## config.mk

```make
export PLATFORM = sky130hd
export DESIGN_NAME = fetch_top
export DESIGN_NICKNAME = d
export VERILOG_FILES = /design/src/fetch_pkg.sv /design/src/fetch_top.sv /design/src/ifu.sv /design/src/bpu.sv /design/src/return_addr_stack.sv /design/src/branch_target_buffer.sv /design/src/gshare_pht.sv /design/src/pc_reg.sv
export SDC_FILE = /design/constraint.sdc
export NUM_CORES = 2
export LEC_CHECK = 0
export BUFFER_PORTS_ARGS = -buffer_cell sky130_fd_sc_hd__buf_2
export CAP_MARGIN = 20
export CORE_MARGIN = 4
export CORE_UTILIZATION = 40
export DETAILED_ROUTE_END_ITERATION = 7
export GPL_TIMING_DRIVEN = 0
export PLACE_DENSITY = 0.54
export REMOVE_ABC_BUFFERS = 1
export SLEW_MARGIN = 20
export SYNTH_ARGS = -nofsm -noshare
export SYNTH_HDL_FRONTEND = slang
export SYNTH_SLANG_ARGS = --single-unit
```

## constraint.sdc

```tcl
create_clock -name clk -period 6.7 [get_ports clk]
set_input_delay 0.67 -clock clk [delete_from_list [all_inputs] [get_ports clk]]
set_output_delay 0.67 -clock clk [all_outputs]
set_load 0.01 [all_outputs]
```

## src/fetch_pkg.sv

```systemverilog
package fetch_pkg;

  // machine width for data and addresses
  localparam int XLEN = 32;

  // global history length shared by the history fields
  localparam int HIS_LEN = 8;

  // rv32i control-flow opcodes
  localparam logic [6:0] OPC_BRANCH = 7'b1100011;
  localparam logic [6:0] OPC_JAL    = 7'b1101111;
  localparam logic [6:0] OPC_JALR   = 7'b1100111;

  // link register used to spot calls and returns
  localparam logic [4:0] REG_RA = 5'd1;

  // jump type as resolved in EX
  typedef enum logic [1:0] {
    JUMP_NONE   = 2'b00,
    JUMP_JAL    = 2'b01,
    JUMP_JALR   = 2'b10,
    JUMP_BRANCH = 2'b11
  } jump_kind_e;

  // fetch-stage exceptions
  typedef struct packed {
    logic inst_addr_misaligned;
    logic inst_access_fault;
  } trap_t;

  // record handed to IF/ID
  typedef struct packed {
    logic [XLEN-1:0] pc;
    logic [XLEN-1:0] inst;
    trap_t           trap;
  } fetch_out_t;

  // resolution record coming back from EX
  typedef struct packed {
    logic               valid;
    jump_kind_e         kind;
    logic               taken;
    logic               mispredict;
    logic [XLEN-1:0]    pc;
    logic [XLEN-1:0]    target;
    logic [HIS_LEN-1:0] history;
  } ex_update_t;

  // prediction side info carried down to EX
  typedef struct packed {
    logic               pdt_taken;
    logic [HIS_LEN-1:0] history;
  } pred_meta_t;

endpackage
```

## src/fetch_top.sv

```systemverilog
`timescale 1ns/1ps

module fetch_top #(
  parameter logic [fetch_pkg::XLEN-1:0] RESET_PC  = 32'h8000_0000,
  parameter int                         PHT_IDX_W = 8,
  parameter int                         BTB_IDX_W = 4,
  parameter int                         RAS_DEPTH = 4
) (
  input  logic                       clk,
  input  logic                       rst_n_i,
  // instruction memory
  output logic [fetch_pkg::XLEN-1:0] imem_addr_o,
  input  logic [fetch_pkg::XLEN-1:0] imem_rdata_i,
  input  logic                       imem_valid_i,
  input  logic                       imem_err_i,
  // resolution from EX
  input  fetch_pkg::ex_update_t      ex_update_i,
  // call return address from ID
  input  logic                       ras_push_i,
  input  logic [fetch_pkg::XLEN-1:0] ras_push_data_i,
  // toward IF/ID
  output fetch_pkg::fetch_out_t      fetch_o,
  output logic                       stall_o,
  output fetch_pkg::pred_meta_t      pred_o,
  output logic [fetch_pkg::XLEN-1:0] next_pc_o,
  output logic                       next_pc_valid_o
);

  // pc doubles as the memory address
  pc_reg #(
    .RESET_PC (RESET_PC)
  ) pc_reg_inst (
    .clk          (clk),
    .rst_n_i      (rst_n_i),
    .stall_i      (stall_o),
    .pred_valid_i (next_pc_valid_o),
    .pred_pc_i    (next_pc_o),
    .ex_update_i  (ex_update_i),
    .pc_o         (imem_addr_o)
  );

  ifu ifu_inst (
    .pc_i          (imem_addr_o),
    .rdata_i       (imem_rdata_i),
    .rdata_valid_i (imem_valid_i),
    .rdata_err_i   (imem_err_i),
    .fetch_o       (fetch_o),
    .stall_o       (stall_o)
  );

  bpu #(
    .PHT_IDX_W (PHT_IDX_W),
    .BTB_IDX_W (BTB_IDX_W),
    .RAS_DEPTH (RAS_DEPTH)
  ) bpu_inst (
    .clk             (clk),
    .rst_n_i         (rst_n_i),
    .pc_i            (imem_addr_o),
    .inst_i          (imem_rdata_i),
    .stall_i         (stall_o),
    .ex_update_i     (ex_update_i),
    .ras_push_i      (ras_push_i),
    .ras_push_data_i (ras_push_data_i),
    .pred_valid_o    (next_pc_valid_o),
    .pred_pc_o       (next_pc_o),
    .pred_o          (pred_o)
  );

endmodule

```

## src/ifu.sv

```systemverilog
`timescale 1ns/1ps

module ifu (
  input  logic [fetch_pkg::XLEN-1:0] pc_i,
  input  logic [fetch_pkg::XLEN-1:0] rdata_i,
  input  logic                       rdata_valid_i,
  input  logic                       rdata_err_i,
  output fetch_pkg::fetch_out_t      fetch_o,
  output logic                       stall_o
);

  fetch_pkg::trap_t trap;

  // pc must sit on a word boundary
  assign trap.inst_addr_misaligned = |pc_i[1:0];

  // bus error only counts with a valid answer
  assign trap.inst_access_fault = rdata_valid_i & rdata_err_i;

  // memory not ready yet so hold the front end
  assign stall_o = ~rdata_valid_i;

  // record for IF/ID
  assign fetch_o.pc   = pc_i;
  assign fetch_o.inst = rdata_i;
  assign fetch_o.trap = trap;

endmodule

```

## src/bpu.sv

```systemverilog
`timescale 1ns/1ps

module bpu #(
  parameter int PHT_IDX_W = 8,
  parameter int BTB_IDX_W = 4,
  parameter int RAS_DEPTH = 4
) (
  input  logic                       clk,
  input  logic                       rst_n_i,
  input  logic [fetch_pkg::XLEN-1:0] pc_i,
  input  logic [fetch_pkg::XLEN-1:0] inst_i,
  input  logic                       stall_i,
  input  fetch_pkg::ex_update_t      ex_update_i,
  input  logic                       ras_push_i,
  input  logic [fetch_pkg::XLEN-1:0] ras_push_data_i,
  output logic                       pred_valid_o,
  output logic [fetch_pkg::XLEN-1:0] pred_pc_o,
  output fetch_pkg::pred_meta_t      pred_o
);

  logic [6:0]                    opcode;
  logic [4:0]                    rd;
  logic [4:0]                    rs1;
  logic [fetch_pkg::XLEN-1:0]    imm_j;
  logic [fetch_pkg::XLEN-1:0]    imm_b;
  logic [fetch_pkg::XLEN-1:0]    seq_pc;
  logic                          is_ret;
  logic                          redirect;
  logic                          ras_pop;
  logic                          pht_taken;
  logic [fetch_pkg::HIS_LEN-1:0] history;
  logic                          btb_hit;
  logic [fetch_pkg::XLEN-1:0]    btb_target;
  logic                          ras_empty;
  logic [fetch_pkg::XLEN-1:0]    ras_top;

  // field pre-decode
  assign opcode = inst_i[6:0];
  assign rd     = inst_i[11:7];
  assign rs1    = inst_i[19:15];

  // sign-extended jal and branch offsets
  assign imm_j = {{11{inst_i[31]}}, inst_i[31], inst_i[19:12], inst_i[20], inst_i[30:21], 1'b0};
  assign imm_b = {{19{inst_i[31]}}, inst_i[31], inst_i[7], inst_i[30:25], inst_i[11:8], 1'b0};

  assign seq_pc = pc_i + 32'd4;

  // jalr x0, 0(ra) is a return
  assign is_ret = (opcode == fetch_pkg::OPC_JALR) && (rs1 == fetch_pkg::REG_RA) && (rd == '0);

  assign redirect = ex_update_i.valid & ex_update_i.mispredict;
  // only consume the entry when the fetch actually moves on
  assign ras_pop  = is_ret && !ras_empty && !stall_i && !redirect;

  always_comb begin
    pred_valid_o = 1'b0;
    pred_pc_o    = seq_pc;
    case (opcode)
      fetch_pkg::OPC_JAL: begin
        pred_valid_o = 1'b1;
        pred_pc_o    = pc_i + imm_j;
      end
      fetch_pkg::OPC_BRANCH: begin
        pred_valid_o = pht_taken;
        if (pht_taken) begin
          pred_pc_o = pc_i + imm_b;
        end
      end
      fetch_pkg::OPC_JALR: begin
        // ras first for returns and btb as fallback
        if (is_ret && !ras_empty) begin
          pred_valid_o = 1'b1;
          pred_pc_o    = ras_top;
        end else if (btb_hit) begin
          pred_valid_o = 1'b1;
          pred_pc_o    = btb_target;
        end
      end
      default: begin
      end
    endcase
  end

  assign pred_o.pdt_taken = pred_valid_o;
  assign pred_o.history   = history;

  gshare_pht #(
    .PHT_IDX_W (PHT_IDX_W)
  ) gshare_pht_inst (
    .clk         (clk),
    .rst_n_i     (rst_n_i),
    .pc_i        (pc_i),
    .ex_update_i (ex_update_i),
    .taken_o     (pht_taken),
    .history_o   (history)
  );

  branch_target_buffer #(
    .BTB_IDX_W (BTB_IDX_W)
  ) branch_target_buffer_inst (
    .clk         (clk),
    .rst_n_i     (rst_n_i),
    .pc_i        (pc_i),
    .ex_update_i (ex_update_i),
    .hit_o       (btb_hit),
    .target_o    (btb_target)
  );

  return_addr_stack #(
    .RAS_DEPTH (RAS_DEPTH)
  ) return_addr_stack_inst (
    .clk         (clk),
    .rst_n_i     (rst_n_i),
    .push_i      (ras_push_i),
    .push_data_i (ras_push_data_i),
    .pop_i       (ras_pop),
    .empty_o     (ras_empty),
    .top_o       (ras_top)
  );

endmodule

```

## src/return_addr_stack.sv

```systemverilog
`timescale 1ns/1ps

module return_addr_stack #(
  parameter int RAS_DEPTH = 4
) (
  input  logic                       clk,
  input  logic                       rst_n_i,
  input  logic                       push_i,
  input  logic [fetch_pkg::XLEN-1:0] push_data_i,
  input  logic                       pop_i,
  output logic                       empty_o,
  output logic [fetch_pkg::XLEN-1:0] top_o
);

  localparam int PTR_W = $clog2(RAS_DEPTH);
  localparam int CNT_W = $clog2(RAS_DEPTH + 1);

  logic [fetch_pkg::XLEN-1:0] stack_q [RAS_DEPTH];
  // points at the current top entry
  logic [PTR_W-1:0]           top_q;
  logic [CNT_W-1:0]           count_q;
  logic [PTR_W-1:0]           ptr_inc;
  logic [PTR_W-1:0]           ptr_dec;
  logic                       do_pop;
  logic                       full;

  // wrap by hand since depth need not be a power of two
  assign ptr_inc = (top_q == PTR_W'(RAS_DEPTH - 1)) ? '0 : top_q + 1'b1;
  assign ptr_dec = (top_q == '0) ? PTR_W'(RAS_DEPTH - 1) : top_q - 1'b1;

  assign empty_o = (count_q == '0);
  assign full    = (count_q == CNT_W'(RAS_DEPTH));
  // pop on empty is dropped
  assign do_pop  = pop_i && !empty_o;

  always_ff @(posedge clk) begin
    if (!rst_n_i) begin
      top_q   <= '0;
      count_q <= '0;
    end else if (push_i && !do_pop) begin
      top_q <= ptr_inc;
      // when full the oldest slot is reused and count stays
      if (!full) begin
        count_q <= count_q + 1'b1;
      end
    end else if (do_pop && !push_i) begin
      top_q   <= ptr_dec;
      count_q <= count_q - 1'b1;
    end
  end

  // push with pop swaps the top in place
  always_ff @(posedge clk) begin
    if (push_i) begin
      if (do_pop) begin
        stack_q[top_q] <= push_data_i;
      end else begin
        stack_q[ptr_inc] <= push_data_i;
      end
    end
  end

  assign top_o = stack_q[top_q];

endmodule

```

## src/branch_target_buffer.sv

```systemverilog
`timescale 1ns/1ps

module branch_target_buffer #(
  parameter int BTB_IDX_W = 4
) (
  input  logic                       clk,
  input  logic                       rst_n_i,
  input  logic [fetch_pkg::XLEN-1:0] pc_i,
  input  fetch_pkg::ex_update_t      ex_update_i,
  output logic                       hit_o,
  output logic [fetch_pkg::XLEN-1:0] target_o
);

  localparam int BTB_SIZE = 1 << BTB_IDX_W;
  // pc bits left above the index
  localparam int TAG_W = fetch_pkg::XLEN - BTB_IDX_W - 2;

  typedef struct packed {
    logic [TAG_W-1:0]           tag;
    logic [fetch_pkg::XLEN-1:0] target;
  } btb_entry_t;

  logic [BTB_SIZE-1:0]  valid_q;
  btb_entry_t           entry_q [BTB_SIZE];
  logic [BTB_IDX_W-1:0] rd_idx;
  logic [TAG_W-1:0]     rd_tag;
  logic [BTB_IDX_W-1:0] wr_idx;
  logic                 wr_en;
  btb_entry_t           rd_entry;
  btb_entry_t           wr_entry;

  // fetch side lookup
  assign rd_idx   = pc_i[BTB_IDX_W+1:2];
  assign rd_tag   = pc_i[fetch_pkg::XLEN-1:BTB_IDX_W+2];
  assign rd_entry = entry_q[rd_idx];

  // resolved jalr fills its slot
  assign wr_en           = ex_update_i.valid && (ex_update_i.kind == fetch_pkg::JUMP_JALR);
  assign wr_idx          = ex_update_i.pc[BTB_IDX_W+1:2];
  assign wr_entry.tag    = ex_update_i.pc[fetch_pkg::XLEN-1:BTB_IDX_W+2];
  assign wr_entry.target = ex_update_i.target;

  always_ff @(posedge clk) begin
    if (!rst_n_i) begin
      valid_q <= '0;
    end else if (wr_en) begin
      valid_q[wr_idx] <= 1'b1;
    end
  end

  // payload array
  always_ff @(posedge clk) begin
    if (wr_en) begin
      entry_q[wr_idx] <= wr_entry;
    end
  end

  assign hit_o    = valid_q[rd_idx] && (rd_entry.tag == rd_tag);
  assign target_o = rd_entry.target;

endmodule

```

## src/gshare_pht.sv

```systemverilog
`timescale 1ns/1ps

module gshare_pht #(
  parameter int PHT_IDX_W = 8
) (
  input  logic                          clk,
  input  logic                          rst_n_i,
  input  logic [fetch_pkg::XLEN-1:0]    pc_i,
  input  fetch_pkg::ex_update_t         ex_update_i,
  output logic                          taken_o,
  output logic [fetch_pkg::HIS_LEN-1:0] history_o
);

  localparam int PHT_SIZE = 1 << PHT_IDX_W;

  // two-bit saturating counters
  logic [1:0]                    cnt_q [PHT_SIZE];
  // global history with the newest outcome in bit 0
  logic [fetch_pkg::HIS_LEN-1:0] ghr_q;
  logic [PHT_IDX_W-1:0]          rd_idx;
  logic [PHT_IDX_W-1:0]          wr_idx;
  logic                          train;
  logic [1:0]                    wr_cnt;

  // fetch lookup hashes with the live history
  assign rd_idx = pc_i[PHT_IDX_W+1:2] ^ PHT_IDX_W'(ghr_q);

  // training reuses the history seen at prediction time
  assign wr_idx = ex_update_i.pc[PHT_IDX_W+1:2] ^ PHT_IDX_W'(ex_update_i.history);

  assign train = ex_update_i.valid && (ex_update_i.kind == fetch_pkg::JUMP_BRANCH);
  assign wr_cnt = cnt_q[wr_idx];

  always_ff @(posedge clk) begin
    if (!rst_n_i) begin
      ghr_q <= '0;
      // weakly not taken
      for (int i = 0; i < PHT_SIZE; i++) begin
        cnt_q[i] <= 2'b01;
      end
    end else if (train) begin
      ghr_q <= {ghr_q[fetch_pkg::HIS_LEN-2:0], ex_update_i.taken};
      // saturate at 3 and 0
      if (ex_update_i.taken && (wr_cnt != 2'b11)) begin
        cnt_q[wr_idx] <= wr_cnt + 2'd1;
      end else if (!ex_update_i.taken && (wr_cnt != 2'b00)) begin
        cnt_q[wr_idx] <= wr_cnt - 2'd1;
      end
    end
  end

  // upper counter bit is the direction
  assign taken_o   = cnt_q[rd_idx][1];
  assign history_o = ghr_q;

endmodule

```

## src/pc_reg.sv

```systemverilog
`timescale 1ns/1ps

module pc_reg #(
  parameter logic [fetch_pkg::XLEN-1:0] RESET_PC = 32'h8000_0000
) (
  input  logic                        clk,
  input  logic                        rst_n_i,
  input  logic                        stall_i,
  input  logic                        pred_valid_i,
  input  logic [fetch_pkg::XLEN-1:0]  pred_pc_i,
  input  fetch_pkg::ex_update_t       ex_update_i,
  output logic [fetch_pkg::XLEN-1:0]  pc_o
);

  logic [fetch_pkg::XLEN-1:0] pc_q;
  logic [fetch_pkg::XLEN-1:0] pc_d;
  logic [fetch_pkg::XLEN-1:0] resolved_pc;
  logic                       redirect;

  // EX found a wrong guess
  assign redirect = ex_update_i.valid & ex_update_i.mispredict;

  // where the mispredicted instruction really goes
  assign resolved_pc = ex_update_i.taken ? ex_update_i.target : ex_update_i.pc + 32'd4;

  // redirect beats stall so a flush is never dropped
  always_comb begin
    if (redirect) begin
      pc_d = resolved_pc;
    end else if (stall_i) begin
      pc_d = pc_q;
    end else if (pred_valid_i) begin
      pc_d = pred_pc_i;
    end else begin
      pc_d = pc_q + 32'd4;
    end
  end

  always_ff @(posedge clk) begin
    if (!rst_n_i) begin
      pc_q <= RESET_PC;
    end else begin
      pc_q <= pc_d;
    end
  end

  assign pc_o = pc_q;

endmodule

```

==> flow_summary.toml <==
[status]
status = "finished, final reports clean"

[synth]
synth_largest_area_cell = "edfxtp_1"
synthTopCellsByCount = "1,568 x edfxtp_1, 522 x nand2_1, 457 x mux4_2, 259 x o31ai_1, 242 x clkbuf_1"
synth.distinct_cells = 97
syn_avg_cell_area_um2 = 15.0
synth_area_leaders = "edfxtp_1 61%, mux4_2 13%, nand2_1 2.5%"
syn_area_um2 = 77600
synth_warnings = 0
postSynthCellCount = 5185
synthFlopType = "edfxtp_1"
yosysMostFrequentCell = "edfxtp_1"
synth_seq_cells = 1635
synth_edf_count = 1568
yosysSeqAreaShare = 0.624
synth_top_area_frac = 0.607
async_flop_share = 0

[power_and_ir_drop]
power_mw = 25.0
power_frac_comb = 0.154
powerDensity_nw_per_um2 = 273
p_clk_frac = 0.385
max-vdd-ir-drop_uv = 210
p_leak_nw = 28.8
seq_power_share = 0.461
p_sw_mw = 6.72
swShare = 0.269
p_int_mw = 18.3

[routing]
drtIter0Drc = 6486
drc = 0
drt_wl_total_mm = 271
avgRoutedWirePerCell_um = 33.4
vias = 51200
drtPass1Iterations = 6
antenna_left = 0
via_per_inst = 6.31

[flow_run]
drv_cap = 0

[setup_path]
worstPathRequired_ns = 6.03
path_class = "reg2out"
critPathArrivalTime_ns = 5.87
critPathCaptureType = "primary output"
crit_fanout = 14
start_kind = "register"

[floorplanning]
num_rows = 161
die_w_um = 448
core_area_um2 = 193000
start_util = 0.402
dieArea_um2 = 201000
boundaryPins = 287
die_y_um = 448

[clock_tree]
cts_buffer_depth = 3
cts_tree = "yes"
clkTransAtPathRegs_ns = 0.07
cts_root_buffer = "clkbuf_16"
cts_sinks = 1635
insertion_delay_ns = 0.84
cts_max_level = 4
cts_buffers = 173

[cells_and_area]
fillers = 16500
seq_area_um2 = 48500
area_growth_pct = 18.0
layout.nets = 5626
drive_gt1_frac = 0.273
fin_area_um2 = 91500
multi_input_area_um2 = 27000
final_util = 0.475

[timing]
setup_tns_ns = 0
slew_headroom = 0.225
max_freq_ghz = 0.153
whs_ns = 0.0590
period_share = 0.977
finalClockSkew_ns = 0.0430
drv_slew = 0
hold_violations = 0
min_period_ns = 6.54
worstMarginPinSlew_ns = 1.15
setup_viol = 0
rsz0062_at_grt = "false"

[placed_design]
place.gp.congestion = 0.906
port_buffers = 286
placed_area_um2 = 85400
dpl.hpwl_mm = 187

[global_routing]
antenna_found_initial = 36
grt_usage = 0.266
grt_max_degree = 87
grt_pass1_vias = 50200
gr-total-overflow = 0
grt_pass1_wl_mm = 382

[min_path]
worstHoldPathType = "in2reg"
==> power by group through the flow <==
| stage | combinational, mW | sequential [mW] | clock, mW |
|---|---|---|---|
| 2_1_floorplan | 1.87 | 11.8 | 0 |
| 4_1_cts | 3.78 | 11.5 | 9.75 |
| 3_5_place_dp | 3.73 | 11.8 | 0 |
| 6_report | 3.85 | 11.5 | 9.62 |
| 3_3_place_gp | 3.02 | 11.9 | 0 |
| 5_1_grt | 4.01 | 11.5 | 10.2 |
==> cell usage in the layout, fill, tap and decap left out, drive strengths merged, types with 53 or more instances in the layout <==
master / netlist / final
xor2: 64 / 64
nor2: 225 / 225
clkbuf: 242 / 225
mux2i: 170 / 170
xnor2: 101 / 101
buf: 280 / 575
ha: 53 / 53
o31ai: 259 / 259
nor4: 80 / 80
inv: 52 / 56
a21oi: 148 / 148
nand3: 82 / 82
clkinv: 2 / 80
edfxtp: 1568 / 1568
nor3: 244 / 244
nand2: 522 / 522
o21ai: 99 / 99
dfxtp: 67 / 67
mux4: 457 / 457
==> timing repair <==
action	in CTS	in global routing
endpoints found under the setup margin	34	17
hold buffers	6	0
gates cloned	2	3
gates resized for setup	15	14
setup buffers	8	5
hold endpoints to repair	20	0
pin swaps	3	2
==> worst max-delay path, cell delays in order, from the launching register on <==
cell and delay [ns]:
dfxtp_2 0.72, xor2_4 0.52, nand3_1 0.63, a21oi_1 0.38, a2111oi_0 0.11, a41oi_1 0.45, a31oi_2 0.24, nor4b_4 0.34
buf_8 0.23, buf_6 0.17, o21ai_2 0.13, buf_8 0.23, and2_1 0.14, nor4bb_1 0.39, inv_1 0.14, buf_2 0.17
==> kinds of logic (layout without fill, tap and decap cells) <==
kind of cell               after synthesis  after routing  synth area share
xor gates and xnor gates               165            165            0.0193
and+or+nand+nor                       1326           1326            0.0828
adders and majority gates               56             56           0.00932
muxes                                  643            643             0.157
AOI/OAI and AO/OA                      784            784            0.0700
other                                    0             16                 0
DFF                                   1635           1635             0.624
buffers and inverters                  576            961            0.0375
==> per-stage QoR <==
stage | std cells | setup WS [ns]
after global routing | 8101 | 0.0194
after global placement | 7475 | -22.93
after CTS | 8088 | 0.00290
after floorplan | 4663 | -9.78
after detailed placement | 7751 | -0.595
final | 8112 | 0.156
==> flip-flops by register name, indices dropped and copies added (netlist names), named ones only <==
| name | flops |
|---|---|
| bpu_inst.gshare_pht_inst.cnt_q | 512 |
| bpu_inst.return_addr_stack_inst.count_q | 3 |
| bpu_inst.branch_target_buffer_inst.valid_q | 16 |
| pc_reg_inst.pc_o | 32 |
| bpu_inst.return_addr_stack_inst.top_q | 2 |
| bpu_inst.gshare_pht_inst.history_o | 8 |
| bpu_inst.branch_target_buffer_inst.entry_q | 928 |
| bpu_inst.return_addr_stack_inst.stack_q | 128 |
==> cell type report <==
cell class | count | area share
Antenna cell | 16 | 0.000438
Clock buffer | 222 | 0.0500
Clock inverter | 99 | 0.0119
Inverter | 54 | 0.00232
Multi-Input combinational cell | 2974 | 0.295
Sequential cell | 1635 | 0.530
Tap cell | 2526 | 0.0345
Timing Repair Buffer | 586 | 0.0760
==> metal layers <==
metal | routed length, um | global-route usage
met1 | 106000 | 0.354
met2 | 129000 | 0.430
met3 | 22700 | 0.0496
met4 | 13200 | 0.113
met5 | 73 | 0
==> worst paths after layout <==
path	startpoint	endpoint	slack, ns	cells after the start
worst min register to register	bpu_inst.branch_target_buffer_inst.valid_q[2]$_SDFFE_PN0P_	bpu_inst.branch_target_buffer_inst.valid_q[2]$_SDFFE_PN0P_	0.47	2
worst max-delay path	pc_reg_inst.pc_o[5]$_SDFFE_PN0N_	next_pc_o[24]	0.16	15
worst max register to register	bpu_inst.gshare_pht_inst.cnt_q[5][0]$_SDFFCE_PN1P_	bpu_inst.gshare_pht_inst.cnt_q[7][0]$_SDFFCE_PN1P_	1.22	21
worst min-delay path	ras_push_data_i[13]	bpu_inst.return_addr_stack_inst.stack_q[2][13]$_DFFE_PP_	0.06	1
(Power assumes the default switching activity.)
